<file path="src/rvPkg.sv">
package rvPkg;

    // data and address width
    localparam int XLEN = 32;

    // memory depths in words
    localparam int IMEM_WORDS = 256;
    localparam int DMEM_WORDS = 64;
    localparam int IMEM_AW = $clog2(IMEM_WORDS);
    localparam int DMEM_AW = $clog2(DMEM_WORDS);

    // rv32i major opcodes
    typedef enum logic [6:0] {
        OP_R      = 7'b0110011,
        OP_I      = 7'b0010011,
        OP_LOAD   = 7'b0000011,
        OP_STORE  = 7'b0100011,
        OP_BRANCH = 7'b1100011,
        OP_JAL    = 7'b1101111,
        OP_JALR   = 7'b1100111,
        OP_LUI    = 7'b0110111,
        OP_AUIPC  = 7'b0010111,
        OP_SYSTEM = 7'b1110011
    } opcodeT;

    typedef enum logic [3:0] {
        ALU_ADD,
        ALU_SUB,
        ALU_SLL,
        ALU_SLT,
        ALU_SLTU,
        ALU_XOR,
        ALU_SRL,
        ALU_SRA,
        ALU_OR,
        ALU_AND,
        ALU_PASSB
    } aluOpT;

    typedef enum logic [2:0] {IMM_I, IMM_S, IMM_B, IMM_U, IMM_J} immTypeT;

    // operand b source
    typedef enum logic [1:0] {BSRC_REG, BSRC_IMM, BSRC_FOUR} bSrcT;

endpackage

</file>
<file path="src/alu.sv">
`timescale 1ns/1ps

module alu (
    input  logic [31:0]  a,
    input  logic [31:0]  b,
    input  rvPkg::aluOpT aluOp,
    output logic [31:0]  result,
    output logic         zero,
    output logic         less
);
    import rvPkg::*;

    logic [4:0] shamt;

    // only the low five bits shift
    assign shamt = b[4:0];

    always_comb begin
        case (aluOp)
            ALU_ADD:   result = a + b;
            ALU_SUB:   result = a - b;
            ALU_SLL:   result = a << shamt;
            ALU_SLT:   result = {31'd0, $signed(a) < $signed(b)};
            ALU_SLTU:  result = {31'd0, a < b};
            ALU_XOR:   result = a ^ b;
            ALU_SRL:   result = a >> shamt;
            ALU_SRA:   result = $unsigned($signed(a) >>> shamt);
            ALU_OR:    result = a | b;
            ALU_AND:   result = a & b;
            ALU_PASSB: result = b;
            default:   result = '0;
        endcase
    end

    // flags used by branch resolution
    assign zero = (result == 32'd0);
    assign less = result[0];

endmodule

</file>
<file path="config.mk">
export PLATFORM = sky130hd
export DESIGN_NAME = alu
export DESIGN_NICKNAME = d
export VERILOG_FILES = /design/src/rvPkg.sv /design/src/alu.sv
export SDC_FILE = /design/constraint.sdc
export NUM_CORES = 1
export LEC_CHECK = 0
export ABC_CLOCK_PERIOD_IN_PS = 5400
export BUFFER_PORTS_ARGS = -buffer_cell sky130_fd_sc_hd__buf_4
export CORE_ASPECT_RATIO = 2
export CORE_UTILIZATION = 35
export DETAILED_ROUTE_END_ITERATION = 10
export GPL_TIMING_DRIVEN = 0
export SLEW_MARGIN = 20
export SYNTH_ARGS = -nofsm -noshare
export SYNTH_HDL_FRONTEND = slang
export SYNTH_SLANG_ARGS = --single-unit
</file>
<file path="constraint.sdc">
create_clock -name vclk -period 5.4
set_clock_uncertainty 0.15 [all_clocks]
set_input_delay 0.54 -clock vclk [all_inputs]
set_output_delay 0.54 -clock vclk [all_outputs]
set_load 0.005 [all_outputs]
</file>
==> summary.md <==
| Metric | Value |
|---|---|
| Outcome | finished, violations left |
| Vias in the first global route | 14500 |
| Chip height | 246 um |
| WL/cell | 38.3 um |
| PnR worst setup slack | -0.299 ns |
| Area grow syn2layout | 25.0% |
| Final net count | 1825 |
| Avg Cell Area, Syn | 6.89 sq um |
| Worst path most repeated cell | buf_4 |
| Register area | 0 sq um |
| Met1 Use GR | 48.1% |
| RSZ-0062 raised after global routing | yes |
| Area occupied by multi-input gates | 10300 sq um |
| Fin crit period | 5.70 ns |
| Non-filler cells, final | 2020 |
| Critical path's slowest cell | or4_1 |
| GR Util met3 | 14.2% |
| Pleak | 5.19 nW |
| Via/cell ratio | 7.30 |
| Horiz. Die Dim | 124 um |
| Fin crit share | 106% |
| Most frequent cells in the layout | buf_4, nand2_1, nor2_1 |
| Crit path arrival time | 5.01 ns |
| Final setup viols | 1 |
| Seq_cells | 0 |
| Pre-antenna DRT Iters | 6 |
| Critical-path cell list | buf_4, clkbuf_1, nand2b_1, buf_1, clkbuf_2, o22ai_1, a311oi_2, o211a_1, nand4_1, or4_1, or4_4, nor4_4, buf_4 |
| Most common cell after layout, fill and taps aside | buf_4 |
| Tot Pwr | 1.58 mW |
| CP Max Fanout | 10 |
| Worst setup EP type | primary output |
| Yosys warns | 0 |
| Max-Cap Viols | 0 |
| FMAX | 0.175 GHz |
| Drt drc | 0 |
| Die ar. | 30500 sq um |
| Row cnt | 89 |
| CP required | 4.71 ns |
| Most Used Layer, Global Route | met2 |
| Register area share after synthesis | 0% |
| DR iter-0 viols | 1736 |
| Worst hold start | b[8] |
| Syn Nets | 1683 |
| Routability Congestion | 1.08 |
| Initial antenna violation count | 2 |
| Core area | 29400 sq um |
| Crit path launch type | input port |
| Routed WL | 77.3 mm |
| Gr ovfl total | 0 |
| DRT antenna net count | 0 |
| Least-Margin Pin Slew | 1.36 ns |
| Fraction of layout cells with a size suffix above 1 | 26.3% |
| Hold Path Class | input port to primary output |
| Largest net degree at the start of global routing | 15 |
| Tot GR Track Use | 50.6% |
| Synth Instances | 1513 |
| Placed cell count | 1985 |
| Critical path type | input port to primary output |
| Peak supply drop | 71.7 uV |
| Routed vias | 14700 |
| Hold endpoint | result[8] |
| Initial Utilization | 35.5% |
| Slew HR | 8.58% |
| M2 GR Usage | 82.6% |
| PwrDens | 121 nW/um^2 |
| Clock Buffer Count | 0 |
| Hold depth | 6 |
| Final-layout fill cell count | 3127 |
| Slowest cell delay on critical path | 0.63 ns |
| Io pins | 102 |
| Count of cell types in the netlist | 87 |
| Final hold vios | 0 |
| Min Hold Slack | 1.50 ns |
| Cell Area, Synth | 10400 sq um |
| Failing checks | negative setup slack |
| Dpl hpwl | 62.1 mm |
| Global-route wire length before repair | 107 mm |
| Slew Viols, Final | 0 |
| Port bufs | 101 |
## kinds of logic (layout without fill, tap and decap cells)
group | Yosys count | count (layout) | synth area share (%)
adders and majority gates | 102 | 102 | 12.4
other | 0 | 3 | 0
buffers and inverters | 226 | 366 | 8.85
muxes | 138 | 138 | 19.0
and+or+nand+nor | 531 | 531 | 25.3
xor gates and xnor gates | 18 | 18 | 1.51
AOI/OAI and AO/OA | 498 | 498 | 32.9
## report_power, final
part / switching, mW / internal (mW) / leakage [nW]
Clock: 0 / 0.0000000872 / 0.0000187
Combinational: 1.02 / 0.564 / 5.19
Sequential: 0 / 0 / 0
Total: 1.02 / 0.564 / 5.19
## layer usage
metal / wire length (um) / vias up
met1: 24100 / 7004
met5: 0 / -
li1: - / 6039
met3: 6730 / 563
met2: 35900 / 1131
met4: 10600 / 0
## synthesized netlist by cell type, drive strengths merged (30+ instances only)
cell type | n | area, sq um
clkbuf | 83 | 312
buf | 38 | 216
nand2 | 137 | 514
a211oi | 35 | 263
nor2 | 135 | 507
mux4 | 43 | 968
nand2b | 36 | 225
a21oi | 98 | 490
o211ai | 30 | 225
o21ai | 90 | 450
mux2i | 47 | 470
nand3 | 36 | 180
inv | 103 | 387
mux2 | 48 | 544
nor3 | 42 | 210
ha | 100 | 1250
## how the worst max path moves through the flow
stage                     startpoint    to  cells after the start  slack [ns]
final                       aluOp[3]  zero                     13       -0.30
after global routing            a[5]  zero                     16       -0.15
after CTS                       b[2]  zero                     16       -0.15
after detailed placement        b[3]  zero                     17       -2.22
after global placement          b[2]  zero                     18       -2.61
after floorplan                 b[3]  zero                     15        0.03
## timing repair
action                                  4_1_cts  5_1_grt
hold buffers                                  0        0
resized for setup                           167       93
pin swaps                                    22       26
setup buffers                                22       26
gates cloned                                  0        1
endpoints found under the setup margin       24        3
## metrics by stage
stage	area, sq um	utilization (%)	setup WS (ns)	TNS, ns
floorplan	10400	-	0.0317	0
global placement	11600	39.6	-2.61	-19.66
detailed placement	11700	39.9	-2.22	-15.31
finish	13000	44.3	-0.299	-0.299
global route	13000	44.3	-0.150	-0.150
CTS	12600	42.8	-0.150	-0.150
## final cells by class
| type | count | share of cell area (%) |
|---|---|---|
| tap | 364 | 3.50 |
| inverter | 105 | 3.33 |
| timing repair buffer | 156 | 9.36 |
| buffer | 105 | 4.91 |
| multi-input combinational | 1287 | 78.8 |
| antenna | 3 | 0.0576 |
## critical path: cells and delay by family
| family | cells | cell delay (ns) |
|---|---|---|
| buffers and inverters | 5 | 1.50 |
| AOI/OAI and AO/OA | 3 | 1.05 |
| and+or+nand+nor | 5 | 1.89 |
Power figures use the tool's default switching activity.
