[config.mk]
export PLATFORM = sky130hd
export DESIGN_NAME = wordMem
export DESIGN_NICKNAME = d
export VERILOG_FILES = /design/src/wordMem.sv
export SDC_FILE = /design/constraint.sdc
export NUM_CORES = 2
export LEC_CHECK = 0
export BUFFER_PORTS_ARGS = -buffer_cell sky130_fd_sc_hd__buf_4
export CAP_MARGIN = 20
export CORE_MARGIN = 2
export CORE_UTILIZATION = 50
export DETAILED_ROUTE_END_ITERATION = 10
export MAX_ROUTING_LAYER = met4
export PLACE_DENSITY = 0.76
export SLEW_MARGIN = 20
export SYNTH_ARGS = -nofsm -noshare
export SYNTH_HDL_FRONTEND = slang
export SYNTH_SLANG_ARGS = --single-unit
[constraint.sdc]
create_clock -name clk -period 2.2 [get_ports clk]
set_input_delay 0.11 -clock clk [delete_from_list [all_inputs] [get_ports clk]]
set_output_delay 0.11 -clock clk [all_outputs]
set_load 0.01 [all_outputs]
[src/wordMem.sv]
`timescale 1ns/1ps

module wordMem #(
    parameter int DEPTH = 64
) (
    input  logic                     clk,
    input  logic                     arstN,
    input  logic                     we,
    input  logic [$clog2(DEPTH)-1:0] addr,
    input  logic [31:0]              wdata,
    output logic [31:0]              rdata
);

    logic [31:0] mem [DEPTH];

    // all words clear to zero on reset
    always_ff @(posedge clk or negedge arstN) begin
        if (!arstN) begin
            for (int i = 0; i < DEPTH; i++) begin
                mem[i] <= '0;
            end
        end else if (we) begin
            mem[addr] <= wdata;
        end
    end

    // asynchronous read
    assign rdata = mem[addr];

endmodule
==> results.md <==
## Status
- finished, violations left — run status
- setup timing — violated checks

## GRT
- 6 — number of antenna violations at the first check in global routing
- 0 — total overflow reported by the global router
- 33.96% — overall fraction of global-route tracks in use
- 455,700 um — global-route wire length before repair
- 127 — largest net degree at the start of global routing
- 67,280 — number of global-route vias before repair

## Clock network
- 0.07 ns — Clock transition at path regs
- 0.87 ns — worst skew pair latency
- 4 — total number of H-tree levels
- sky130_fd_sc_hd__clkbuf_16 — clock tree root driver cell
- yes — TritonCTS clock tree
- 3 — Max clock buf depth
- 2,048 — sink count of the clock tree
- 198 — TritonCTS buffer count

## Route
- 0 — DRC violation count after routing
- 0 — post-detailed-route count of antenna-violating nets
- 7,508 — Detailed Route Iter0 Violations
- 310,600 um — aggregate routed wire length
- 6 — iteration count of the initial detailed-routing pass
- 65,580 — number of vias in the routed layout
- 31.97 um — WL per Instance
- 6.750 — number of vias per cell after detailed routing

## Place
- 72 — input/output buffers
- 0.9384 — gp weighted congestion
- 199,500 um — HPWL after detailed placement
- -0.6192 ns — Setup Slack @ Placement

## Floorplan
- 157 — number of placement rows
- 0.1879 sq mm — DIE AREA
- 50.33% — initial core utilization
- 433.5 um — vertical die dimension
- 433.5 um — DIE WIDTH
- 0.1833 sq mm — core footprint
- 73 — I/O pin cnt

## Logic synthesis
- 0 — Yosys warnings
- 100.0% — fraction of synthesis flops using an asynchronous set or reset pin
- sky130_fd_sc_hd__dfrtp_1 — dominant register cell in the synthesized netlist
- 60 — count of different cell masters after synthesis
- 55.56% — fraction of post-synthesis cell area in the top cell type by area
- sky130_fd_sc_hd__dfrtp_1 — cell accounting for the most synthesized area
- 55.56% — post-synthesis sequential area ratio
- 0 — number of synthesized flops with an enable pin
- sky130_fd_sc_hd__dfrtp_1 (56%), sky130_fd_sc_hd__mux2_2 (25%), sky130_fd_sc_hd__a22oi_1 (3.5%) — leading post-synthesis cells by cell area
- 13.55 sq um — Synth Area per Inst
- 6,808 — instance count of the mapped netlist
- 0.09224 sq mm — total standard cell area after synthesis
- 6,849 — nets in the synthesized netlist
- 2,048 — Seq cells post-synth

## STA
- 0.06589 ns — final-layout worst hold slack
- 32 — setup violators final
- 141.1% — final critical-path share of the clock period
- 45.54% — Max transition margin
- 0 — Final Hold Vio Count
- 0 — final count of pins violating max slew
- -19.60 ns — final sum of negative setup slack
- 0.3222 GHz — Achievable Freq
- 3.103 ns — clock period minus worst slack
- -0.9032 ns — worst setup margin
- 0.8160 ns — slew of the pin with the lowest slew margin
- 0 ns — setup skew after layout
- true — unrepaired setup endpoints after global routing

## Worst setup path
- register to output port — Worst Setup Path Type
- 2.09 ns — required time at the worst-slack endpoint
- 2 — R2R depth
- output port — element type at the critical path end
- 2.99 ns — WP data arrival
- 2 — maximum fanout encountered on the critical timing path
- register — critical path launch point type

## Layout
- mem: 2048 flops — registers with the highest flip-flop counts
- sky130_fd_sc_hd__mux2_2 (2,064), sky130_fd_sc_hd__dfrtp_1 (2,048), sky130_fd_sc_hd__buf_4 (518), sky130_fd_sc_hd__a22oi_1 (411), sky130_fd_sc_hd__buf_12 (255) — most used cells in the layout excluding fill and tap cells
- 7,130 — number of nets in the finished design
- 2,048 — flip-flop count of the largest register after layout
- 48.83% — layout cells sized above 1
- 19.25% — area added between synthesis and finish
- 13,410 — filler cell count
- mem — top register by number of flip-flops
- 60.01% — share of the core filled with cells
- sky130_fd_sc_hd__mux2_2 — leading cell type in the layout, fill and taps excluded

## Power and ir drop
- 0.7100 mV — peak ir drop on the vdd network
- 93,360 uW — total power
- 0.05040 uW — standby leakage power
- 848.8 mW/mm^2 — power per cell area

## Hold path
- input port to asynchronous set/reset pin — class of the tightest hold or removal check

## Job
- 0 — max-cap viol count

==> synth_stat cells, drive strengths merged (3+ instances only) <==
master	number
or4	13
a22oi	428
a221oi	273
o211ai	21
nor4	18
nand3	25
and3	7
nand2	113
nor3b	3
mux2	2082
nor3	12
nand4	11
o21ai	150
a2111oi	4
a221o	14
a31oi	8
or2	5
dfrtp	2048
a21o	3
a22o	52
a32o	3
o221a	3
nand2b	20
o22a	4
clkbuf	302
nor2b	9
o22ai	85
and2	4
o2111ai	8
o41ai	4
a211oi	27
nor2	83
or3	9
buf	455
o2bb2ai	12
o221ai	17
mux4	63
mux2i	111
a211o	3
o32ai	6
and4	6
o21a	3
a21oi	266
a222oi	6
==> logic make-up after synthesis <==
logic type,Yosys count,synth area share (%)
buffers and inverters,759,3.676
AOI/OAI and AO/OA,1404,10.80
and+or+nand+nor,341,1.800
DFF,2048,55.56
muxes,2256,28.16
==> metrics by stage <==
| stage | cell area [sq um] | std cells |
|---|---|---|
| 4_1_cts | 109400 | 9704 |
| 6_report | 110000 | 9716 |
| 3_5_place_dp | 101600 | 9321 |
| 5_1_grt | 110000 | 9708 |
| 3_3_place_gp | 101600 | 9321 |
| 2_1_floorplan | 92240 | 6808 |
==> worst paths after layout <==
check                                 startpoint               endpoint  slack [ns]
max                        mem[1200]$_DFFE_PN0P_              rdata[16]       -0.90
min                                        arstN  mem[1476]$_DFFE_PN0P_        0.07
max reg2reg                mem[1403]$_DFFE_PN0P_  mem[1403]$_DFFE_PN0P_        1.29
min reg2reg                mem[1922]$_DFFE_PN0P_  mem[1922]$_DFFE_PN0P_        0.49
max in group asynchronous                  arstN   mem[317]$_DFFE_PN0P_        1.34
min in group clk                              we  mem[1595]$_DFFE_PN0P_        0.19
==> layout make-up <==
| type | instances | area (sq um) | area share [%] |
|---|---|---|---|
| diodes | 13 | 32.53 | 0.02958 |
| clock buffers | 280 | 5625 | 5.114 |
| clock inverters | 70 | 1079 | 0.9806 |
| inverters | 2 | 7.507 | 0.006825 |
| multi-input cells | 4001 | 39200 | 35.64 |
| flip-flops and latches | 2048 | 51250 | 46.59 |
| well taps | 2464 | 3083 | 2.803 |
| repair buffers | 838 | 9712 | 8.830 |
==> critical path, stage by stage, from the launching register on <==
cell and delay (ns):
sky130_fd_sc_hd__dfrtp_1 0.40, sky130_fd_sc_hd__mux2_4 0.30, sky130_fd_sc_hd__a221oi_4 0.26, sky130_fd_sc_hd__a31oi_2 0.08, sky130_fd_sc_hd__a221oi_2 0.21, sky130_fd_sc_hd__buf_4 0.16, sky130_fd_sc_hd__o211ai_1 0.18, sky130_fd_sc_hd__or3_4 0.41
sky130_fd_sc_hd__buf_6 0.13
==> what timing repair did <==
action	4_1_cts	5_1_grt
setup buffers	5	2
resized for setup	188	104
hold buffers	34	0
pin swaps	63	43
setup endpoints to repair	32	32
endpoints found under the hold margin	4095	0
==> report_power, final <==
group	total, uW	internal, uW	switching [uW]	leakage, uW
Clock	35300	20100	15200	0.00329
Sequential	45400	42700	2780	0.0272
Combinational	12600	6510	6070	0.0199
Total	93400	69300	24000	0.0504
==> metal layers <==
| layer | up-vias | global-route usage [%] | part of all wire, % |
|---|---|---|---|
| met5 | - | - | 0 |
| met4 | 0 | 21.33 | 7.4 |
| met3 | 1226 | 8.236 | 11 |
| met2 | 3831 | 50.03 | 45 |
| met1 | 34410 | 42.18 | 37 |
| li1 | 26120 | - | - |
No activity file was read; power rests on OpenSTA's default activity.
