## src/regFile.sv

```systemverilog
`timescale 1ns/1ps

module regFile (
    input  logic        clk,
    input  logic        arstN,
    input  logic [4:0]  rs1Addr,
    input  logic [4:0]  rs2Addr,
    input  logic [4:0]  rdAddr,
    input  logic [31:0] rdData,
    input  logic        we,
    output logic [31:0] rs1Data,
    output logic [31:0] rs2Data
);

    // x0 has no storage
    logic [31:0] regs [1:31];

    always_ff @(posedge clk or negedge arstN) begin
        if (!arstN) begin
            for (int i = 1; i < 32; i++) begin
                regs[i] <= '0;
            end
        end else if (we && rdAddr != 5'd0) begin
            regs[rdAddr] <= rdData;
        end
    end

    assign rs1Data = (rs1Addr == 5'd0) ? 32'd0 : regs[rs1Addr];
    assign rs2Data = (rs2Addr == 5'd0) ? 32'd0 : regs[rs2Addr];

    // a written register reads back its new value in the next cycle
    property writeReadBack;
        @(posedge clk) disable iff (!arstN)
            (we && rdAddr != 5'd0) |=>
                ((rs1Addr != $past(rdAddr) || rs1Data == $past(rdData)) &&
                 (rs2Addr != $past(rdAddr) || rs2Data == $past(rdData)));
    endproperty
    assert property (writeReadBack);

endmodule

```

## config.mk

```make
export PLATFORM = sky130hd
export DESIGN_NAME = regFile
export DESIGN_NICKNAME = d
export VERILOG_FILES = /design/src/regFile.sv
export SDC_FILE = /design/constraint.sdc
export NUM_CORES = 2
export LEC_CHECK = 0
export BUFFER_PORTS_ARGS = -buffer_cell sky130_fd_sc_hd__buf_2
export CAP_MARGIN = 20
export CORE_MARGIN = 3
export CORE_UTILIZATION = 49
export DETAILED_ROUTE_END_ITERATION = 10
export PLACE_DENSITY_LB_ADDON = 0.05
export SLEW_MARGIN = 20
export SYNTH_ARGS = -nofsm -noshare
export SYNTH_HDL_FRONTEND = slang
export SYNTH_SLANG_ARGS = --single-unit
export TNS_END_PERCENT = 10
```

## constraint.sdc

```tcl
create_clock -name clk -period 3 [get_ports clk]
set_clock_uncertainty 0.05 [all_clocks]
set_input_delay 0.6 -clock clk [delete_from_list [all_inputs] [get_ports clk]]
set_output_delay 0.6 -clock clk [all_outputs]
set_load 0.01 [all_outputs]
```

==> results.sh <==
export IMPL_r2r_worst_path_cells=2
export IMPL_reg_top3="regs x992"
export IMPL_clock_fmax_mhz=324
export IMPL_initial_core_util_pct=49.7
export IMPL_clock_root_buffer="sky130_fd_sc_hd__clkbuf_16"
export IMPL_detailedRoute_firstIterationViolations=3283
export IMPL_slew_headroom_pct=38.3
export IMPL_finalHoldViolCount=0
export IMPL_power_share_clock_pct=34.1
export IMPL_cts_htree_levels=3
export IMPL_place_hpwl_mm=108
export IMPL_most_frequent_cells_in_the_layout="sky130_fd_sc_hd__mux2_2 (1,050), sky130_fd_sc_hd__dfrtp_1 (992), sky130_fd_sc_hd__mux4_2 (377), sky130_fd_sc_hd__mux2i_1 (256), sky130_fd_sc_hd__buf_4 (189)"
export IMPL_synthCells=3612
export IMPL_yosysUniqueCellTypes=46
export IMPL_detail_route_drc_violations=0
export IMPL_post_synth_edffs=0
export IMPL_ys_ff_latch=992
export IMPL_worst_setup_path_start_kind="flop"
export IMPL_placement_rows=120
export IMPL_clock_latency_ns=0.69
export IMPL_synth_main_ff_cell="sky130_fd_sc_hd__dfrtp_1"
export IMPL_worst_path_max_fanout=3
export IMPL_setup_slack_ns=-0.0898
export IMPL_maxSlewViolCount=0
export IMPL_largest_register_ffs=992
export IMPL_cts_sinks=992
export IMPL_internal_power_mw=29.5
export IMPL_overall_power_of_the_completed_layout_mw=40.8
export IMPL_timing_worst_setup_path_type="reg2out"
export IMPL_die_area_sq_um=113000
export IMPL_vias=35700
export IMPL_wl_per_cell_um=34.0
export IMPL_drive_above_1_share_pct=55.3
export IMPL_globalRoute_totalOverflow=0
export IMPL_shortest_period_the_worst_path_allows_ns=3.09
export IMPL_ys_async_sr_fraction_pct=100
export IMPL_setup_worst_path_end_class="primary output"
export IMPL_area_growth_synth_to_final_pct=17.2
export IMPL_worst_ep_arrival_time_ns=2.44
export IMPL_floorplan_io_pins=114
export IMPL_power_combinational_fraction_pct=21.7
export IMPL_syn_area_per_cell_sq_um=14.8
export IMPL_die_extent_in_x_um=336
export IMPL_core_area_sq_um=108000
export IMPL_hold_path_startpoint="regs[796]$_DFFE_PN0P_"
export IMPL_critical_path_slowest_cell="sky130_fd_sc_hd__mux4_2"
export IMPL_r2r_end="regs[369]$_DFFE_PN0P_"
export IMPL_first_global_vias=37400
export IMPL_failed_checks="negative setup slack"
export IMPL_layout_cells_most_common="sky130_fd_sc_hd__mux2_2"
export IMPL_p_sw_share_pct=27.7
export IMPL_rsz0062_at_grt="true"
export IMPL_mappedNetlistArea_sq_um=53500
export IMPL_cts_clk_slew_worst_paths_ns=0.06
export IMPL_timing_rr_start="regs[369]$_DFFE_PN0P_"
export IMPL_net_switching_power_mw=11.3
export IMPL_netlist_area_leader_share_pct=46.4
export IMPL_hold_path_cell_count=1
export IMPL_postRouteAntennaNets=0
export IMPL_synth_area_leaders="sky130_fd_sc_hd__dfrtp_1 (46%), sky130_fd_sc_hd__mux2_2 (22%), sky130_fd_sc_hd__mux4_2 (16%), sky130_fd_sc_hd__mux2i_1 (5.0%), sky130_fd_sc_hd__buf_2 (1.5%)"
export IMPL_max_clock_path_buffers=3
export IMPL_outcome="complete, but fails checks"
export IMPL_worstMarginPinSlew_ns=0.925
export IMPL_r2r_setup_slack_ns=2.05
export IMPL_floorplan_die_height_um=336
export IMPL_p_per_area_nw_per_um2=652
export IMPL_vdd_ir_drop_worst_v=0.000510
export IMPL_grt_pass1_wl_mm=263
export IMPL_largest_register="regs"
export IMPL_synth_warning_count=0
export IMPL_p_leak_nw=27.6
export IMPL_fin_nets=3840
export IMPL_place_gp_congestion=0.832
export IMPL_fillerInstances=8320
export IMPL_min_delay_worst_type="reg2reg"
export IMPL_groute_usage_overall_pct=31.8
export IMPL_port_buffers=113
export IMPL_crit_family="multiplexers"
export IMPL_post_route_util_pct=58.2
export IMPL_cts_tree="done"
export IMPL_timing_critical_path_buf_inv=1
export IMPL_post_drt_via_cell_ratio=6.76
export IMPL_period_share_pct=103
export IMPL_detailedRoute_firstPassIterationCount=5
export IMPL_postSynthNetCount=3662
export IMPL_maximum_number_of_pins_on_one_net_before_global_route_repair=118
export IMPL_critical_path_max_stage_delay_ns=0.49
export IMPL_worstPathCellList="mux4_2, mux2i_2, o22ai_1, or3_4, buf_6"
export IMPL_totalWireLength_mm=180
export IMPL_yosysSeqAreaShare_pct=46.4
export IMPL_grt_antenna_before_repair=6
export IMPL_timing_critical_path_required_ns=2.35
export IMPL_drv_max_cap_violation_count=0
export IMPL_timing_final_setup_violations=27
export IMPL_cts_inserted_buffers=113
export IMPL_power_sequential_fraction_pct=44.2
export IMPL_synth_top_cell_by_area="sky130_fd_sc_hd__dfrtp_1"
export IMPL_hold_path_endpoint="regs[796]$_DFFE_PN0P_"
[stage by stage]
step | cells | setup TNS (ns) | setup slack [ns] | cell area (sq um) | hold WS (ns)
CTS | 5274 | -0.832 | -0.119 | 62400 | 0.417
global route | 5283 | -3.58 | -0.151 | 62700 | 0.462
floorplan | 3612 | 0 | 0.269 | 53500 | 0.254
detailed placement | 5047 | -4.09 | -0.200 | 58100 | 0.447
global placement | 5047 | -3.84 | -0.192 | 58100 | 0.431
finish | 5284 | -1.15 | -0.0898 | 62700 | 0.460
[power by group through the flow]
stage               Combinational, mW  Clock, mW  Sequential [mW]
finish                           8.86       13.9             18.0
global route                     9.48       14.8             18.3
CTS                              8.80       14.2             17.9
detailed placement               8.61          0             18.2
global placement                 8.36          0             17.9
floorplan                        6.32          0             17.4
[metal layers]
metal  vias up  GRT usage [%]  share of wire [%]
met5         -              0             0.0095
met4         2           9.97                3.3
met3       336           6.02                7.0
met2      1554           50.5                 47
met1     19500           44.6                 43
li1      14400              -                  -
[Yosys cell counts, types with 17 or more instances]
cell                          n
sky130_fd_sc_hd__buf_4       38
sky130_fd_sc_hd__a221oi_1    43
sky130_fd_sc_hd__dfrtp_1    992
sky130_fd_sc_hd__o22ai_1     18
sky130_fd_sc_hd__and3_1      29
sky130_fd_sc_hd__buf_2      162
sky130_fd_sc_hd__nor2b_1     44
sky130_fd_sc_hd__mux4_2     377
sky130_fd_sc_hd__mux2_1      19
sky130_fd_sc_hd__nor3_1      32
sky130_fd_sc_hd__clkbuf_1   161
sky130_fd_sc_hd__o211ai_1    32
sky130_fd_sc_hd__mux2_2    1050
sky130_fd_sc_hd__o31a_1      28
sky130_fd_sc_hd__a22oi_1    102
sky130_fd_sc_hd__nor2_1      33
sky130_fd_sc_hd__a221o_1     17
sky130_fd_sc_hd__nand2_1     21
sky130_fd_sc_hd__mux2i_1    267
[cells by family after synthesis]
group	count (synthesis)	synth area share [%]
muxes	1713	43.4
DFF	992	46.4
and+or+nand+nor	203	2.05
AOI/OAI and AO/OA	303	4.51
buffers and inverters	401	3.66
[worst max-delay path by stage]
stage / slack (ns) / end / cells past startpoint / start
3_5_place_dp: -0.20 / rs1Data[27] / 9 / rs1Addr[0]
6_report: -0.09 / rs1Data[31] / 5 / regs[287]$_DFFE_PN0P_
2_1_floorplan: 0.27 / rs1Data[0] / 7 / rs1Addr[0]
4_1_cts: -0.12 / rs1Data[31] / 5 / regs[287]$_DFFE_PN0P_
5_1_grt: -0.15 / rs1Data[4] / 5 / regs[260]$_DFFE_PN0P_
3_3_place_gp: -0.19 / rs1Data[24] / 9 / rs1Addr[0]
[timing repair]
item,in CTS,in global routing
pin swaps,12,12
hold buffers,1,0
endpoints found under the hold margin,25,0
gates cloned,2,1
setup buffers,20,9
endpoints found under the setup margin,63,60
gates resized for setup,57,41
[layout make-up]
cell class	instances	area, sq um	share of cell area (%)
diodes	1	2.50	0.00399
clock buffers	171	3330	5.31
multi-input cells	2219	27200	43.3
flip-flops and latches	992	24800	39.6
inverters	9	33.8	0.0539
clock inverters	34	400	0.639
repair buffers	455	5170	8.25
well taps	1403	1760	2.80
Note: power is estimated with default switching activity, not from simulation.
