## config.mk

```make
export PLATFORM = sky130hd
export DESIGN_NAME = controlUnit
export DESIGN_NICKNAME = d
export VERILOG_FILES = /design/src/rvPkg.sv /design/src/controlUnit.sv
export SDC_FILE = /design/constraint.sdc
export NUM_CORES = 1
export LEC_CHECK = 0
export BUFFER_PORTS_ARGS = -buffer_cell sky130_fd_sc_hd__buf_2
export CAP_MARGIN = 15
export CORE_AREA = 2 2 39 41
export DETAILED_ROUTE_END_ITERATION = 16
export DIE_AREA = 0 0 41 43
export PLACE_DENSITY = 0.74
export SYNTH_ARGS = -nofsm -noshare
export SYNTH_HDL_FRONTEND = slang
export SYNTH_SLANG_ARGS = --single-unit
```

## constraint.sdc

```tcl
create_clock -name vclk -period 1.1
set_clock_uncertainty 0.15 [all_clocks]
set_input_delay 0.055 -clock vclk [all_inputs]
set_output_delay 0.055 -clock vclk [all_outputs]
set_load 0.005 [all_outputs]
```

## src/rvPkg.sv

```systemverilog
package rvPkg;

    // data and address width
    localparam int XLEN = 32;

    // memory depths in words
    localparam int IMEM_WORDS = 256;
    localparam int DMEM_WORDS = 64;
    localparam int IMEM_AW = $clog2(IMEM_WORDS);
    localparam int DMEM_AW = $clog2(DMEM_WORDS);

    // rv32i major opcodes
    typedef enum logic [6:0] {
        OP_R      = 7'b0110011,
        OP_I      = 7'b0010011,
        OP_LOAD   = 7'b0000011,
        OP_STORE  = 7'b0100011,
        OP_BRANCH = 7'b1100011,
        OP_JAL    = 7'b1101111,
        OP_JALR   = 7'b1100111,
        OP_LUI    = 7'b0110111,
        OP_AUIPC  = 7'b0010111,
        OP_SYSTEM = 7'b1110011
    } opcodeT;

    typedef enum logic [3:0] {
        ALU_ADD,
        ALU_SUB,
        ALU_SLL,
        ALU_SLT,
        ALU_SLTU,
        ALU_XOR,
        ALU_SRL,
        ALU_SRA,
        ALU_OR,
        ALU_AND,
        ALU_PASSB
    } aluOpT;

    typedef enum logic [2:0] {IMM_I, IMM_S, IMM_B, IMM_U, IMM_J} immTypeT;

    // operand b source
    typedef enum logic [1:0] {BSRC_REG, BSRC_IMM, BSRC_FOUR} bSrcT;

endpackage

```

## src/controlUnit.sv

```systemverilog
`timescale 1ns/1ps

module controlUnit (
    input  logic [6:0]     opcode,
    input  logic [2:0]     funct3,
    input  logic           funct7b5,
    input  logic           zero,
    input  logic           less,
    output rvPkg::immTypeT immType,
    output rvPkg::aluOpT   aluOp,
    output rvPkg::bSrcT    bSrc,
    output logic           aSrcPc,
    output logic           regWrite,
    output logic           memRead,
    output logic           memWrite,
    output logic           pcBaseRs1,
    output logic           pcTaken,
    output logic           isHalt
);
    import rvPkg::*;

    opcodeT opc;
    aluOpT  funcOp;
    logic   isBranch;
    logic   brTaken;

    assign opc = opcodeT'(opcode);

    // shared funct3 decode for op and op-imm
    always_comb begin
        case (funct3)
            3'b000:  funcOp = (opc == OP_R && funct7b5) ? ALU_SUB : ALU_ADD;
            3'b001:  funcOp = ALU_SLL;
            3'b010:  funcOp = ALU_SLT;
            3'b011:  funcOp = ALU_SLTU;
            3'b100:  funcOp = ALU_XOR;
            3'b101:  funcOp = funct7b5 ? ALU_SRA : ALU_SRL;
            3'b110:  funcOp = ALU_OR;
            default: funcOp = ALU_AND;
        endcase
    end

    always_comb begin
        immType   = IMM_I;
        aluOp     = ALU_ADD;
        bSrc      = BSRC_REG;
        aSrcPc    = 1'b0;
        regWrite  = 1'b0;
        memRead   = 1'b0;
        memWrite  = 1'b0;
        pcBaseRs1 = 1'b0;
        isBranch  = 1'b0;
        isHalt    = 1'b0;
        case (opc)
            OP_R: begin
                aluOp    = funcOp;
                regWrite = 1'b1;
            end
            OP_I: begin
                aluOp    = funcOp;
                bSrc     = BSRC_IMM;
                regWrite = 1'b1;
            end
            OP_LOAD: begin
                bSrc     = BSRC_IMM;
                regWrite = 1'b1;
                memRead  = 1'b1;
            end
            OP_STORE: begin
                immType  = IMM_S;
                bSrc     = BSRC_IMM;
                memWrite = 1'b1;
            end
            OP_BRANCH: begin
                immType  = IMM_B;
                isBranch = 1'b1;
                // eq/ne compare by subtraction, the rest by set-less-than
                if (!funct3[2]) begin
                    aluOp = ALU_SUB;
                end else if (!funct3[1]) begin
                    aluOp = ALU_SLT;
                end else begin
                    aluOp = ALU_SLTU;
                end
            end
            OP_JAL, OP_JALR: begin
                // link value is pc + 4
                immType   = (opc == OP_JAL) ? IMM_J : IMM_I;
                aSrcPc    = 1'b1;
                bSrc      = BSRC_FOUR;
                regWrite  = 1'b1;
                pcBaseRs1 = (opc == OP_JALR);
            end
            OP_LUI: begin
                immType  = IMM_U;
                aluOp    = ALU_PASSB;
                bSrc     = BSRC_IMM;
                regWrite = 1'b1;
            end
            OP_AUIPC: begin
                immType  = IMM_U;
                aSrcPc   = 1'b1;
                bSrc     = BSRC_IMM;
                regWrite = 1'b1;
            end
            OP_SYSTEM: isHalt = (funct3 == 3'b000);
            // unknown opcodes fall through as no-ops
            default: ;
        endcase
    end

    // branch direction from funct3 and alu flags
    always_comb begin
        case (funct3)
            3'b000:  brTaken = zero;
            3'b001:  brTaken = !zero;
            3'b100:  brTaken = less;
            3'b101:  brTaken = !less;
            3'b110:  brTaken = less;
            3'b111:  brTaken = !less;
            default: brTaken = 1'b0;
        endcase
    end

    assign pcTaken = (opc == OP_JAL) || (opc == OP_JALR) || (isBranch && brTaken);

endmodule

```

==> impl_metrics.ini <==
[setup_path]
crit_type = in2out
cp-end-kind = output pin
critical_path_required_ns = 0.89
cp_data_arrival_time_ns = 0.93
worst_setup_path_start_kind = input pin
timing.critical_path.fanout_max = 3

[timing]
max_transition_margin = 0.812
layout_setup_ws_ns = -0.0332
setup_viol = 3
worst_pin_slew_ns = 0.282
finalHoldViolations = 0
finalMaxSlewViolations = 0
fin_setup_tns_ns = -0.0640
timing.fmax_mhz = 882
rsz0062_at_grt = true
timing.final.crit_share = 1.03
final_critical_path_time_including_i_o_delays_and_setup_ns = 1.13

[detailed_routing]
drt-initial-drc-count = 10
route.vias.total = 581
route.final.wire_length_um = 1300
drt-vias-per-instance = 5.38
wl_per_cell_um = 12.0
route.detailed.drc = 0
antenna_violating_nets_post_route = 0
detail_route.first_pass.iterations = 4

[floorplanning]
std_cell_rows = 14
io-pin-count = 29
die_h_um = 43
initial_utilization = 0.307
dieWidth_um = 41
die_area_um2 = 1760
core_region_area_um2 = 1380

[place]
dpl.hpwl_um = 956
port_buffers = 29
finalWeightedCongestion = 0.827

[power]
p_total_uw = 191
vdd.ir_drop.worst_v = 0.000117
leakage_nw = 0.373
p_per_area_nw_per_um2 = 265

[run_status]
failed_checks = negative setup slack
status = complete, but fails checks

[global_route]
grt_first_pass_wirelength_um = 2110
number_of_global_route_vias_before_repair = 497
pin_count_of_the_biggest_net_entering_global_routing = 14
globalRoute.totalOverflow = 0
grt_usage = 0.159
antenna_violations_before_repair = 0

[layout]
area_growth_pct = 68.8
antenna_cells_inserted = 0
fillers = 138
post-route-util = 0.519
finish.net_count = 107
seq_cell_count = 0
clock_buffer_instance_count_of_the_final_layout = 0
seq_area_um2 = 0
layout-drive-gt1-share = 0.576

[min_path]
worst_hold_check_path_type = in2out
holdCritStartpoint = opcode[3]
worst_min_delay_path_endpoint = immType[2]
hold_depth = 3

[logic_synthesis]
syn_inst = 59
synth_seq_area_share = 0
synth_fp_nets = 72
syn_area_per_cell_um2 = 7.21
synth_cell_type_count = 37
synthesis.area_um2 = 425
synth.yosys.warnings = 0

[job]
max_cap_violations = 0
cell usage after synthesis (2+ instances only):
library cell               n  area (um2)
sky130_fd_sc_hd__a211o_1   2        17.5
sky130_fd_sc_hd__a21oi_1   2        10.0
sky130_fd_sc_hd__and2_1    2        12.5
sky130_fd_sc_hd__and3b_1   2        17.5
sky130_fd_sc_hd__buf_2     3        15.0
sky130_fd_sc_hd__buf_6     2        22.5
sky130_fd_sc_hd__nand2_1   4        15.0
sky130_fd_sc_hd__nand2b_1  2        12.5
sky130_fd_sc_hd__nand3b_1  2        15.0
sky130_fd_sc_hd__nand4b_1  2        17.5
sky130_fd_sc_hd__nor2_1    5        18.8
sky130_fd_sc_hd__nor2b_1   2        12.5
sky130_fd_sc_hd__nor3_1    2        10.0
sky130_fd_sc_hd__nor4_1    2        12.5
sky130_fd_sc_hd__o21ai_0   3        15.0
how the worst max path moves through the flow:
stage | from | endpoint | slack, ns | cells past startpoint
floorplan | opcode[2] | pcTaken | 0.03 | 5
global placement | opcode[3] | pcTaken | -0.10 | 5
detailed placement | opcode[3] | pcTaken | -0.12 | 5
CTS | opcode[4] | aluOp[1] | -0.03 | 6
global route | opcode[4] | pcTaken | -0.07 | 6
finish | opcode[0] | aluOp[1] | -0.03 | 5
layout make-up:
class / instances / area (um2) / area share
multi-input cells: 51 / 410 / 0.571
repair buffers: 40 / 284 / 0.395
well taps: 16 / 20.0 / 0.0279
inverters: 1 / 3.75 / 0.00523
report_power, final:
group	internal, mW	switching (mW)
clock	0	0
combinational	0.103	0.0873
sequential	0	0
kinds of logic after synthesis:
group	share of synthesized area
compound gates	0.297
buf+inv	0.124
simple gates	0.579
repair_timing:
action                                  CTS  global route
endpoints found under the setup margin    7            10
hold buffers                              0             0
gates resized for setup                  13             8
setup buffers                             4             0
pin swaps                                 8             2
worst max-delay path, stage by stage:
cell and delay [ns]:
sky130_fd_sc_hd__buf_6 0.10, sky130_fd_sc_hd__and3b_2 0.22, sky130_fd_sc_hd__and4_4 0.15, sky130_fd_sc_hd__a211o_1 0.27
sky130_fd_sc_hd__buf_2 0.13
stage by stage:
| stage | setup WS, ns | hold WS (ns) | cells | instance area (um2) |
|---|---|---|---|---|
| 2_1_floorplan | 0.0302 | 0.0703 | 59 | 425 |
| 3_3_place_gp | -0.102 | 0.266 | 104 | 607 |
| 3_5_place_dp | -0.115 | 0.274 | 104 | 607 |
| 4_1_cts | -0.0290 | 0.274 | 108 | 692 |
| 5_1_grt | -0.0709 | 0.251 | 108 | 718 |
| 6_report | -0.0332 | 0.238 | 108 | 718 |
layout by cell type (no fill, tap or decap), types with 2 or more instances in the layout:
| cell | Yosys | routed |
|---|---|---|
| sky130_fd_sc_hd__buf_2 | 3 | 22 |
| sky130_fd_sc_hd__buf_4 | 1 | 10 |
| sky130_fd_sc_hd__buf_6 | 2 | 7 |
| sky130_fd_sc_hd__nor2_1 | 5 | 5 |
| sky130_fd_sc_hd__nand2_1 | 4 | 4 |
| sky130_fd_sc_hd__o21ai_0 | 3 | 3 |
| sky130_fd_sc_hd__and2_1 | 2 | 2 |
| sky130_fd_sc_hd__and3b_2 | 1 | 2 |
| sky130_fd_sc_hd__nor4_1 | 2 | 2 |
| sky130_fd_sc_hd__nand3b_1 | 2 | 2 |
| sky130_fd_sc_hd__nand2b_4 | 1 | 2 |
| sky130_fd_sc_hd__a21oi_1 | 2 | 2 |
| sky130_fd_sc_hd__a211o_1 | 2 | 2 |
| sky130_fd_sc_hd__nand4b_1 | 2 | 2 |
layer usage:
layer,global-route usage,wire [um],vias to the layer above,part of all wire
met5,0,0,-,0
met2,0.272,637,17,0.49
met1,0.229,578,268,0.45
li1,-,-,296,-
met3,0,79,0,0.061
met4,0,0,0,0
No activity file was read; power rests on OpenSTA's default activity.
