### src/rvPkg.sv
package rvPkg;

    // data and address width
    localparam int XLEN = 32;

    // memory depths in words
    localparam int IMEM_WORDS = 256;
    localparam int DMEM_WORDS = 64;
    localparam int IMEM_AW = $clog2(IMEM_WORDS);
    localparam int DMEM_AW = $clog2(DMEM_WORDS);

    // rv32i major opcodes
    typedef enum logic [6:0] {
        OP_R      = 7'b0110011,
        OP_I      = 7'b0010011,
        OP_LOAD   = 7'b0000011,
        OP_STORE  = 7'b0100011,
        OP_BRANCH = 7'b1100011,
        OP_JAL    = 7'b1101111,
        OP_JALR   = 7'b1100111,
        OP_LUI    = 7'b0110111,
        OP_AUIPC  = 7'b0010111,
        OP_SYSTEM = 7'b1110011
    } opcodeT;

    typedef enum logic [3:0] {
        ALU_ADD,
        ALU_SUB,
        ALU_SLL,
        ALU_SLT,
        ALU_SLTU,
        ALU_XOR,
        ALU_SRL,
        ALU_SRA,
        ALU_OR,
        ALU_AND,
        ALU_PASSB
    } aluOpT;

    typedef enum logic [2:0] {IMM_I, IMM_S, IMM_B, IMM_U, IMM_J} immTypeT;

    // operand b source
    typedef enum logic [1:0] {BSRC_REG, BSRC_IMM, BSRC_FOUR} bSrcT;

endpackage

### src/immGen.sv
`timescale 1ns/1ps

module immGen (
    input  logic [31:0]    instr,
    input  rvPkg::immTypeT immType,
    output logic [31:0]    imm
);
    import rvPkg::*;

    always_comb begin
        case (immType)
            IMM_I: begin
                imm = {{20{instr[31]}}, instr[31:20]};
            end
            IMM_S: begin
                imm = {{20{instr[31]}}, instr[31:25], instr[11:7]};
            end
            IMM_B: begin
                // bit 0 is always zero for branches
                imm = {{19{instr[31]}}, instr[31], instr[7], instr[30:25], instr[11:8], 1'b0};
            end
            IMM_U: begin
                imm = {instr[31:12], 12'h000};
            end
            IMM_J: begin
                imm = {{11{instr[31]}}, instr[31], instr[19:12], instr[20],
                       instr[30:21], 1'b0};
            end
            default: begin
                imm = '0;
            end
        endcase
    end

endmodule

### config.mk
export PLATFORM = sky130hd
export DESIGN_NAME = immGen
export DESIGN_NICKNAME = d
export VERILOG_FILES = /design/src/rvPkg.sv /design/src/immGen.sv
export SDC_FILE = /design/constraint.sdc
export NUM_CORES = 1
export LEC_CHECK = 0
export BUFFER_PORTS_ARGS = -buffer_cell sky130_fd_sc_hd__buf_4
export CAP_MARGIN = 5
export CORE_UTILIZATION = 34
export DETAILED_ROUTE_END_ITERATION = 16
export PLACE_DENSITY_LB_ADDON = 0.05
export RECOVER_POWER = 100
export SLEW_MARGIN = 20
export SYNTH_ARGS = -nofsm -noshare
export SYNTH_HDL_FRONTEND = slang
export SYNTH_SLANG_ARGS = --single-unit
### constraint.sdc
create_clock -name vclk -period 1.5
set_input_delay 0.225 -clock vclk [all_inputs]
set_output_delay 0.225 -clock vclk [all_outputs]
set_load 0.01 [all_outputs]
==> results.py, run 1 <==
metrics = {
    "status": {
        "status": "complete, no violations",
    },
    "power": {
        "cellLeakagePower_nw": 0.449,
        "peakVddDrop_uv": 138,
        "switching_share_pct": 50.1,
        "p_int_uw": 153,
        "share_comb_of_total_power_pct": 100.0,
        "clkPwrFrac_pct": 0,
        "p_sw_uw": 154,
        "p_per_area_nw_per_um2": 343,
        "seqPwrFrac_pct": 0,
    },
    "global_routing": {
        "grt-ovfl-total": 0,
        "grt_pass1_vias": 667,
        "grt_use_total_pct": 18.9,
        "grt_pass1_wl_mm": 2.84,
        "grt_start_max_net_pins": 15,
        "grt_antenna_before_repair": 0,
    },
    "layout": {
        "clock_buffers": 0,
        "ff_latch_area_um2": 0,
        "nets": 185,
        "insertedDiodeCount": 0,
        "layout-drive-gt1-share_pct": 32.4,
        "seq_cells": 0,
        "finalNonFillerCells": 164,
        "synthToLayoutAreaGrowth_pct": 65.3,
        "multiInputGateArea_um2": 453,
        "nFillCells": 164,
    },
    "timing": {
        "slew_violations": 0,
        "rsz0062_at_grt": "no",
        "hold_violations": 0,
        "fmax_mhz": 709,
        "period_share_pct": 94.1,
        "setup_viol": 0,
        "fin_crit_ns": 1.41,
        "tightest_slew_ns": 0.361,
        "slew_headroom_pct": 75.9,
        "fin_setup_tns_ns": 0,
        "hold_ws_ns": 0.735,
    },
    "cts": {
        "post_cts_buffers": 0,
    },
    "detailed_routing": {
        "routed_wirelength_mm": 1.80,
        "wl_per_cell_um": 11.0,
        "firstDrtPassIters": 4,
        "drt_first_iter_violations": 19,
        "num_vias": 826,
        "ant_nets": 0,
        "vias_per_cell": 5.04,
        "route.detailed.drc": 0,
    },
    "job": {
        "max_cap_violations": 0,
    },
    "die": {
        "core_area_um2": 1490,
        "die_x_um": 41.9,
        "die_h_um": 41.9,
        "start_util_pct": 36.3,
        "ios": 67,
        "row_count": 14,
        "dieArea_um2": 1750,
    },
    "place": {
        "dp_hpwl_mm": 1.48,
        "place_inst": 164,
        "io_buffers": 60,
        "gp_congestion": 0.755,
    },
    "yosys": {
        "synth_cell_types": 20,
        "synth_area_leaders": "a21oi_1 16%, nand2_1 15%, o22ai_1 14%",
        "synth_common_cells": "22 x nand2_1, 17 x a21oi_1, 12 x o22ai_1, 7 x nor2b_1",
        "synth_top_area_share_pct": 15.7,
        "yosysSeqAreaShare_pct": 0,
        "yosysMostFrequentCell": "nand2_1",
        "yosys.area.top_type": "a21oi_1",
        "syn_inst": 94,
        "synth_fp_nets": 129,
        "syn_area_per_cell_um2": 5.75,
        "yosysWarnings": 0,
        "syn_area_um2": 541,
    },
    "hold_path": {
        "hold_class": "input pin to primary output",
        "holdPathStages": 4,
    },
    "worst_setup_path": {
        "crit_path_end_kind": "primary output",
        "critPathKind": "input pin to primary output",
        "required_ns": 1.27,
        "critPathLaunchType": "input pin",
        "path_max_fanout": 12,
        "arrival_ns": 1.19,
    },
}
==> through the flow <==
stage	area [um^2]	setup WS, ns	total power, mW	utilization (%)
final	893	0.0886	0.306	60.0
after detailed placement	980	0.104	0.347	65.8
after floorplan	541	0.225	0.171	-
after global placement	980	0.115	0.339	65.8
after CTS	980	0.103	0.347	65.8
after global routing	893	0.0281	0.337	60.0
==> critical path, stage by stage <==
cell	delay, ns
buf_4	0.15
maj3_2	0.36
nand2b_4	0.21
nand2_1	0.07
clkbuf_1	0.16
==> cells in the final DEF (no fill, tap or decap) <==
| cell | count |
|---|---|
| inv_1 | 5 |
| nand2b_1 | 5 |
| nor3_1 | 1 |
| mux2i_1 | 1 |
| mux2_2 | 4 |
| o21ai_0 | 1 |
| maj3_2 | 1 |
| buf_4 | 42 |
| and2b_1 | 2 |
| nand2_1 | 22 |
| nor2b_1 | 7 |
| o32ai_1 | 1 |
| o22ai_1 | 12 |
| and3b_1 | 1 |
| clkbuf_1 | 23 |
| nand2b_4 | 1 |
| and2_1 | 2 |
| a21oi_1 | 17 |
==> power groups by stage <==
stage                     combinational [mW]  sequential [mW]  clock, mW
after detailed placement               0.347                0          0
after global routing                   0.337                0          0
final                                  0.306                0          0
after global placement                 0.339                0          0
after floorplan                        0.171                0          0
after CTS                              0.347                0          0
==> metal layers <==
metal  vias up  track usage [%]  share of wire [%]
met3         0            0.870                5.0
met1       371             25.3                 42
met4         0                0                  0
li1        434                -                  -
met5         -                0                  0
met2        21             35.3                 53
==> path summary, 6_finish.rpt <==
| check | end | from | slack, ns |
|---|---|---|---|
| setup / recovery | imm[20] | immType[0] | 0.09 |
| hold / removal | imm[26] | instr[26] | 0.74 |
==> cell families (layout without fill, tap and decap cells) <==
kind of cell / Yosys count / count (layout) / share of synthesized area, %
AND/OR/NAND/NOR: 41 / 41 / 39.4
multiplexers: 5 / 5 / 10.2
adder cells (fa/ha/maj): 1 / 1 / 2.08
buffers and inverters: 16 / 70 / 16.2
AO/OA/AOI/OAI: 31 / 31 / 32.2
==> cell type report <==
| cell class | instances | share of cell area, % |
|---|---|---|
| multi-input cells | 78 | 50.7 |
| inverters | 5 | 2.10 |
| well taps | 16 | 2.24 |
| repair buffers | 65 | 45.0 |
==> repair_timing <==
action / in CTS / in global routing
endpoints found under the setup margin: 0 / 2
hold buffers: 0 / 0
gates resized for setup: 0 / 1
Note: power is estimated with default switching activity, not from simulation.
==> inputs of run 2 (changes only) <==
Settings changed: BUFFER_PORTS_ARGS -buffer_cell sky130_fd_sc_hd__buf_4 to -buffer_cell sky130_fd_sc_hd__buf_2.
==> run 2 against run 1 <==
  * Worst setup slack worse by 0.013 ns
  * First-iteration DRC count down 53%
  * Global-route usage up 0.18 points
  * Maximum frequency down 0.88%
  * Non-clock buffer count up 1
  * Final cell count up 0.61%
  * Critical endpoint is now imm[21]
==> results.py, run 2 (synthesized netlist as in run 1, its figures left out) <==
metrics = {
    "power": {
        "p_sw_uw": 152,
        "peakVddDrop_uv": 136,
        "seqPwrFrac_pct": 0,
        "switching_share_pct": 54.2,
        "power.total_uw": 280,
        "cellLeakagePower_nw": 0.444,
        "share_comb_of_total_power_pct": 100.0,
        "clkPwrFrac_pct": 0,
        "p_int_uw": 128,
        "p_per_area_nw_per_um2": 342,
    },
    "timing": {
        "hold_violations": 0,
        "slew_headroom_pct": 85.5,
        "fin_crit_ns": 1.42,
        "setup_viol": 0,
        "layout_setup_ws_ns": 0.0760,
        "rsz0062_at_grt": "no",
        "fin_setup_tns_ns": 0,
        "period_share_pct": 94.9,
        "tightest_slew_ns": 0.217,
        "fmax_mhz": 702,
        "hold_ws_ns": 0.737,
        "slew_violations": 0,
    },
    "cts": {
        "ctsResizeCount": 0,
        "post_cts_buffers": 0,
        "postCtsHoldBufs": 0,
    },
    "die": {
        "die_h_um": 41.9,
        "die_x_um": 41.9,
        "dieArea_um2": 1750,
        "core_area_um2": 1490,
        "row_count": 14,
        "ios": 67,
        "start_util_pct": 36.3,
    },
    "worst_setup_path": {
        "setup.worst_path.start": "immType[0]",
        "arrival_ns": 1.20,
        "slowest_delay_ns": 0.38,
        "crit_chain": "buf_2 -> maj3_2 -> nand2b_4 -> nand2_1 -> clkbuf_1",
        "path_depth": 5,
        "critPathLaunchType": "input pin",
        "cp_slowest_cell": "maj3_2",
        "endpoint": "imm[21]",
        "path_max_fanout": 12,
        "critPathKind": "input pin to primary output",
        "required_ns": 1.27,
        "cp_num_buf_inv": 2,
        "path_delay_family": "adder cells",
        "crit_path_end_kind": "primary output",
    },
    "global_routing": {
        "grt_pass1_vias": 694,
        "grt_pass1_wl_mm": 2.88,
        "grt-ovfl-total": 0,
        "grt_use_total_pct": 19.1,
        "grt_start_max_net_pins": 13,
        "grt_antenna_before_repair": 0,
    },
    "detailed_routing": {
        "num_vias": 814,
        "route.detailed.drc": 0,
        "vias_per_cell": 4.93,
        "drt_first_iter_violations": 9,
        "firstDrtPassIters": 4,
        "wl_per_cell_um": 10.2,
        "routed_wirelength_mm": 1.68,
        "ant_nets": 0,
    },
    "layout": {
        "utilization_pct": 55.0,
        "layout-drive-gt1-share_pct": 38.3,
        "synthToLayoutAreaGrowth_pct": 51.4,
        "ff_latch_area_um2": 0,
        "nets": 186,
        "seq_cells": 0,
        "clock_buffers": 0,
        "final_common_cell": "buf_2",
        "insertedDiodeCount": 0,
        "final_cell_mix": "36 x buf_2, 22 x nand2_1, 17 x a21oi_1, 17 x clkbuf_1, 12 x o22ai_1",
    },
    "hold_path": {
        "hold_class": "input pin to primary output",
    },
    "place": {
        "gp_congestion": 0.752,
        "dp_slack_ns": 0.0352,
        "io_buffers": 60,
        "dp_hpwl_mm": 1.38,
    },
    "job": {
        "max_cap_violations": 0,
    },
    "status": {
        "status": "complete, no violations",
    },
}
==> run 2: how the worst min path moves through the flow <==
| stage | from | end | slack (ns) | cells past startpoint |
|---|---|---|---|---|
| 2_1_floorplan | instr[26] | imm[26] | 0.56 | 2 |
| 3_3_place_gp | instr[26] | imm[26] | 0.73 | 4 |
| 3_5_place_dp | instr[29] | imm[29] | 0.74 | 4 |
| 4_1_cts | instr[29] | imm[29] | 0.74 | 4 |
| 5_1_grt | instr[28] | imm[28] | 0.76 | 4 |
| 6_report | instr[29] | imm[29] | 0.74 | 4 |
==> run 2: metal layers <==
| metal | track usage, % | wire [um] | share of wire [%] | up-vias |
|---|---|---|---|---|
| li1 | - | - | - | 433 |
| met1 | 25.5 | 745 | 44 | 350 |
| met2 | 35.9 | 834 | 50 | 31 |
| met3 | 0.435 | 103 | 6.1 | 0 |
| met4 | 0 | 0 | 0 | 0 |
| met5 | 0 | 0 | 0 | - |
==> run 2: final cells by class <==
class | instances | area (um^2)
fill | 182 | 671
multi-input combinational | 78 | 455
timing repair buffer | 66 | 324
tap | 16 | 20.0
inverter | 5 | 18.8
==> run 2: worst min-delay path: cells and delay by family <==
family / cells / cell delay [ns]
buffers and inverters: 2 / 0.20
AND/OR/NAND/NOR: 2 / 0.09
==> run 2: power groups by stage <==
stage / registers, mW / logic (mW) / clock network [mW]
5_1_grt: 0 / 0.312 / 0
4_1_cts: 0 / 0.288 / 0
2_1_floorplan: 0 / 0.171 / 0
3_3_place_gp: 0 / 0.282 / 0
6_report: 0 / 0.280 / 0
3_5_place_dp: 0 / 0.288 / 0
==> run 2: through the flow <==
stage | area, um^2 | std cells
after floorplan | 541 | 94
after global placement | 837 | 165
after detailed placement | 837 | 165
after CTS | 837 | 165
after global routing | 818 | 165
final | 818 | 165
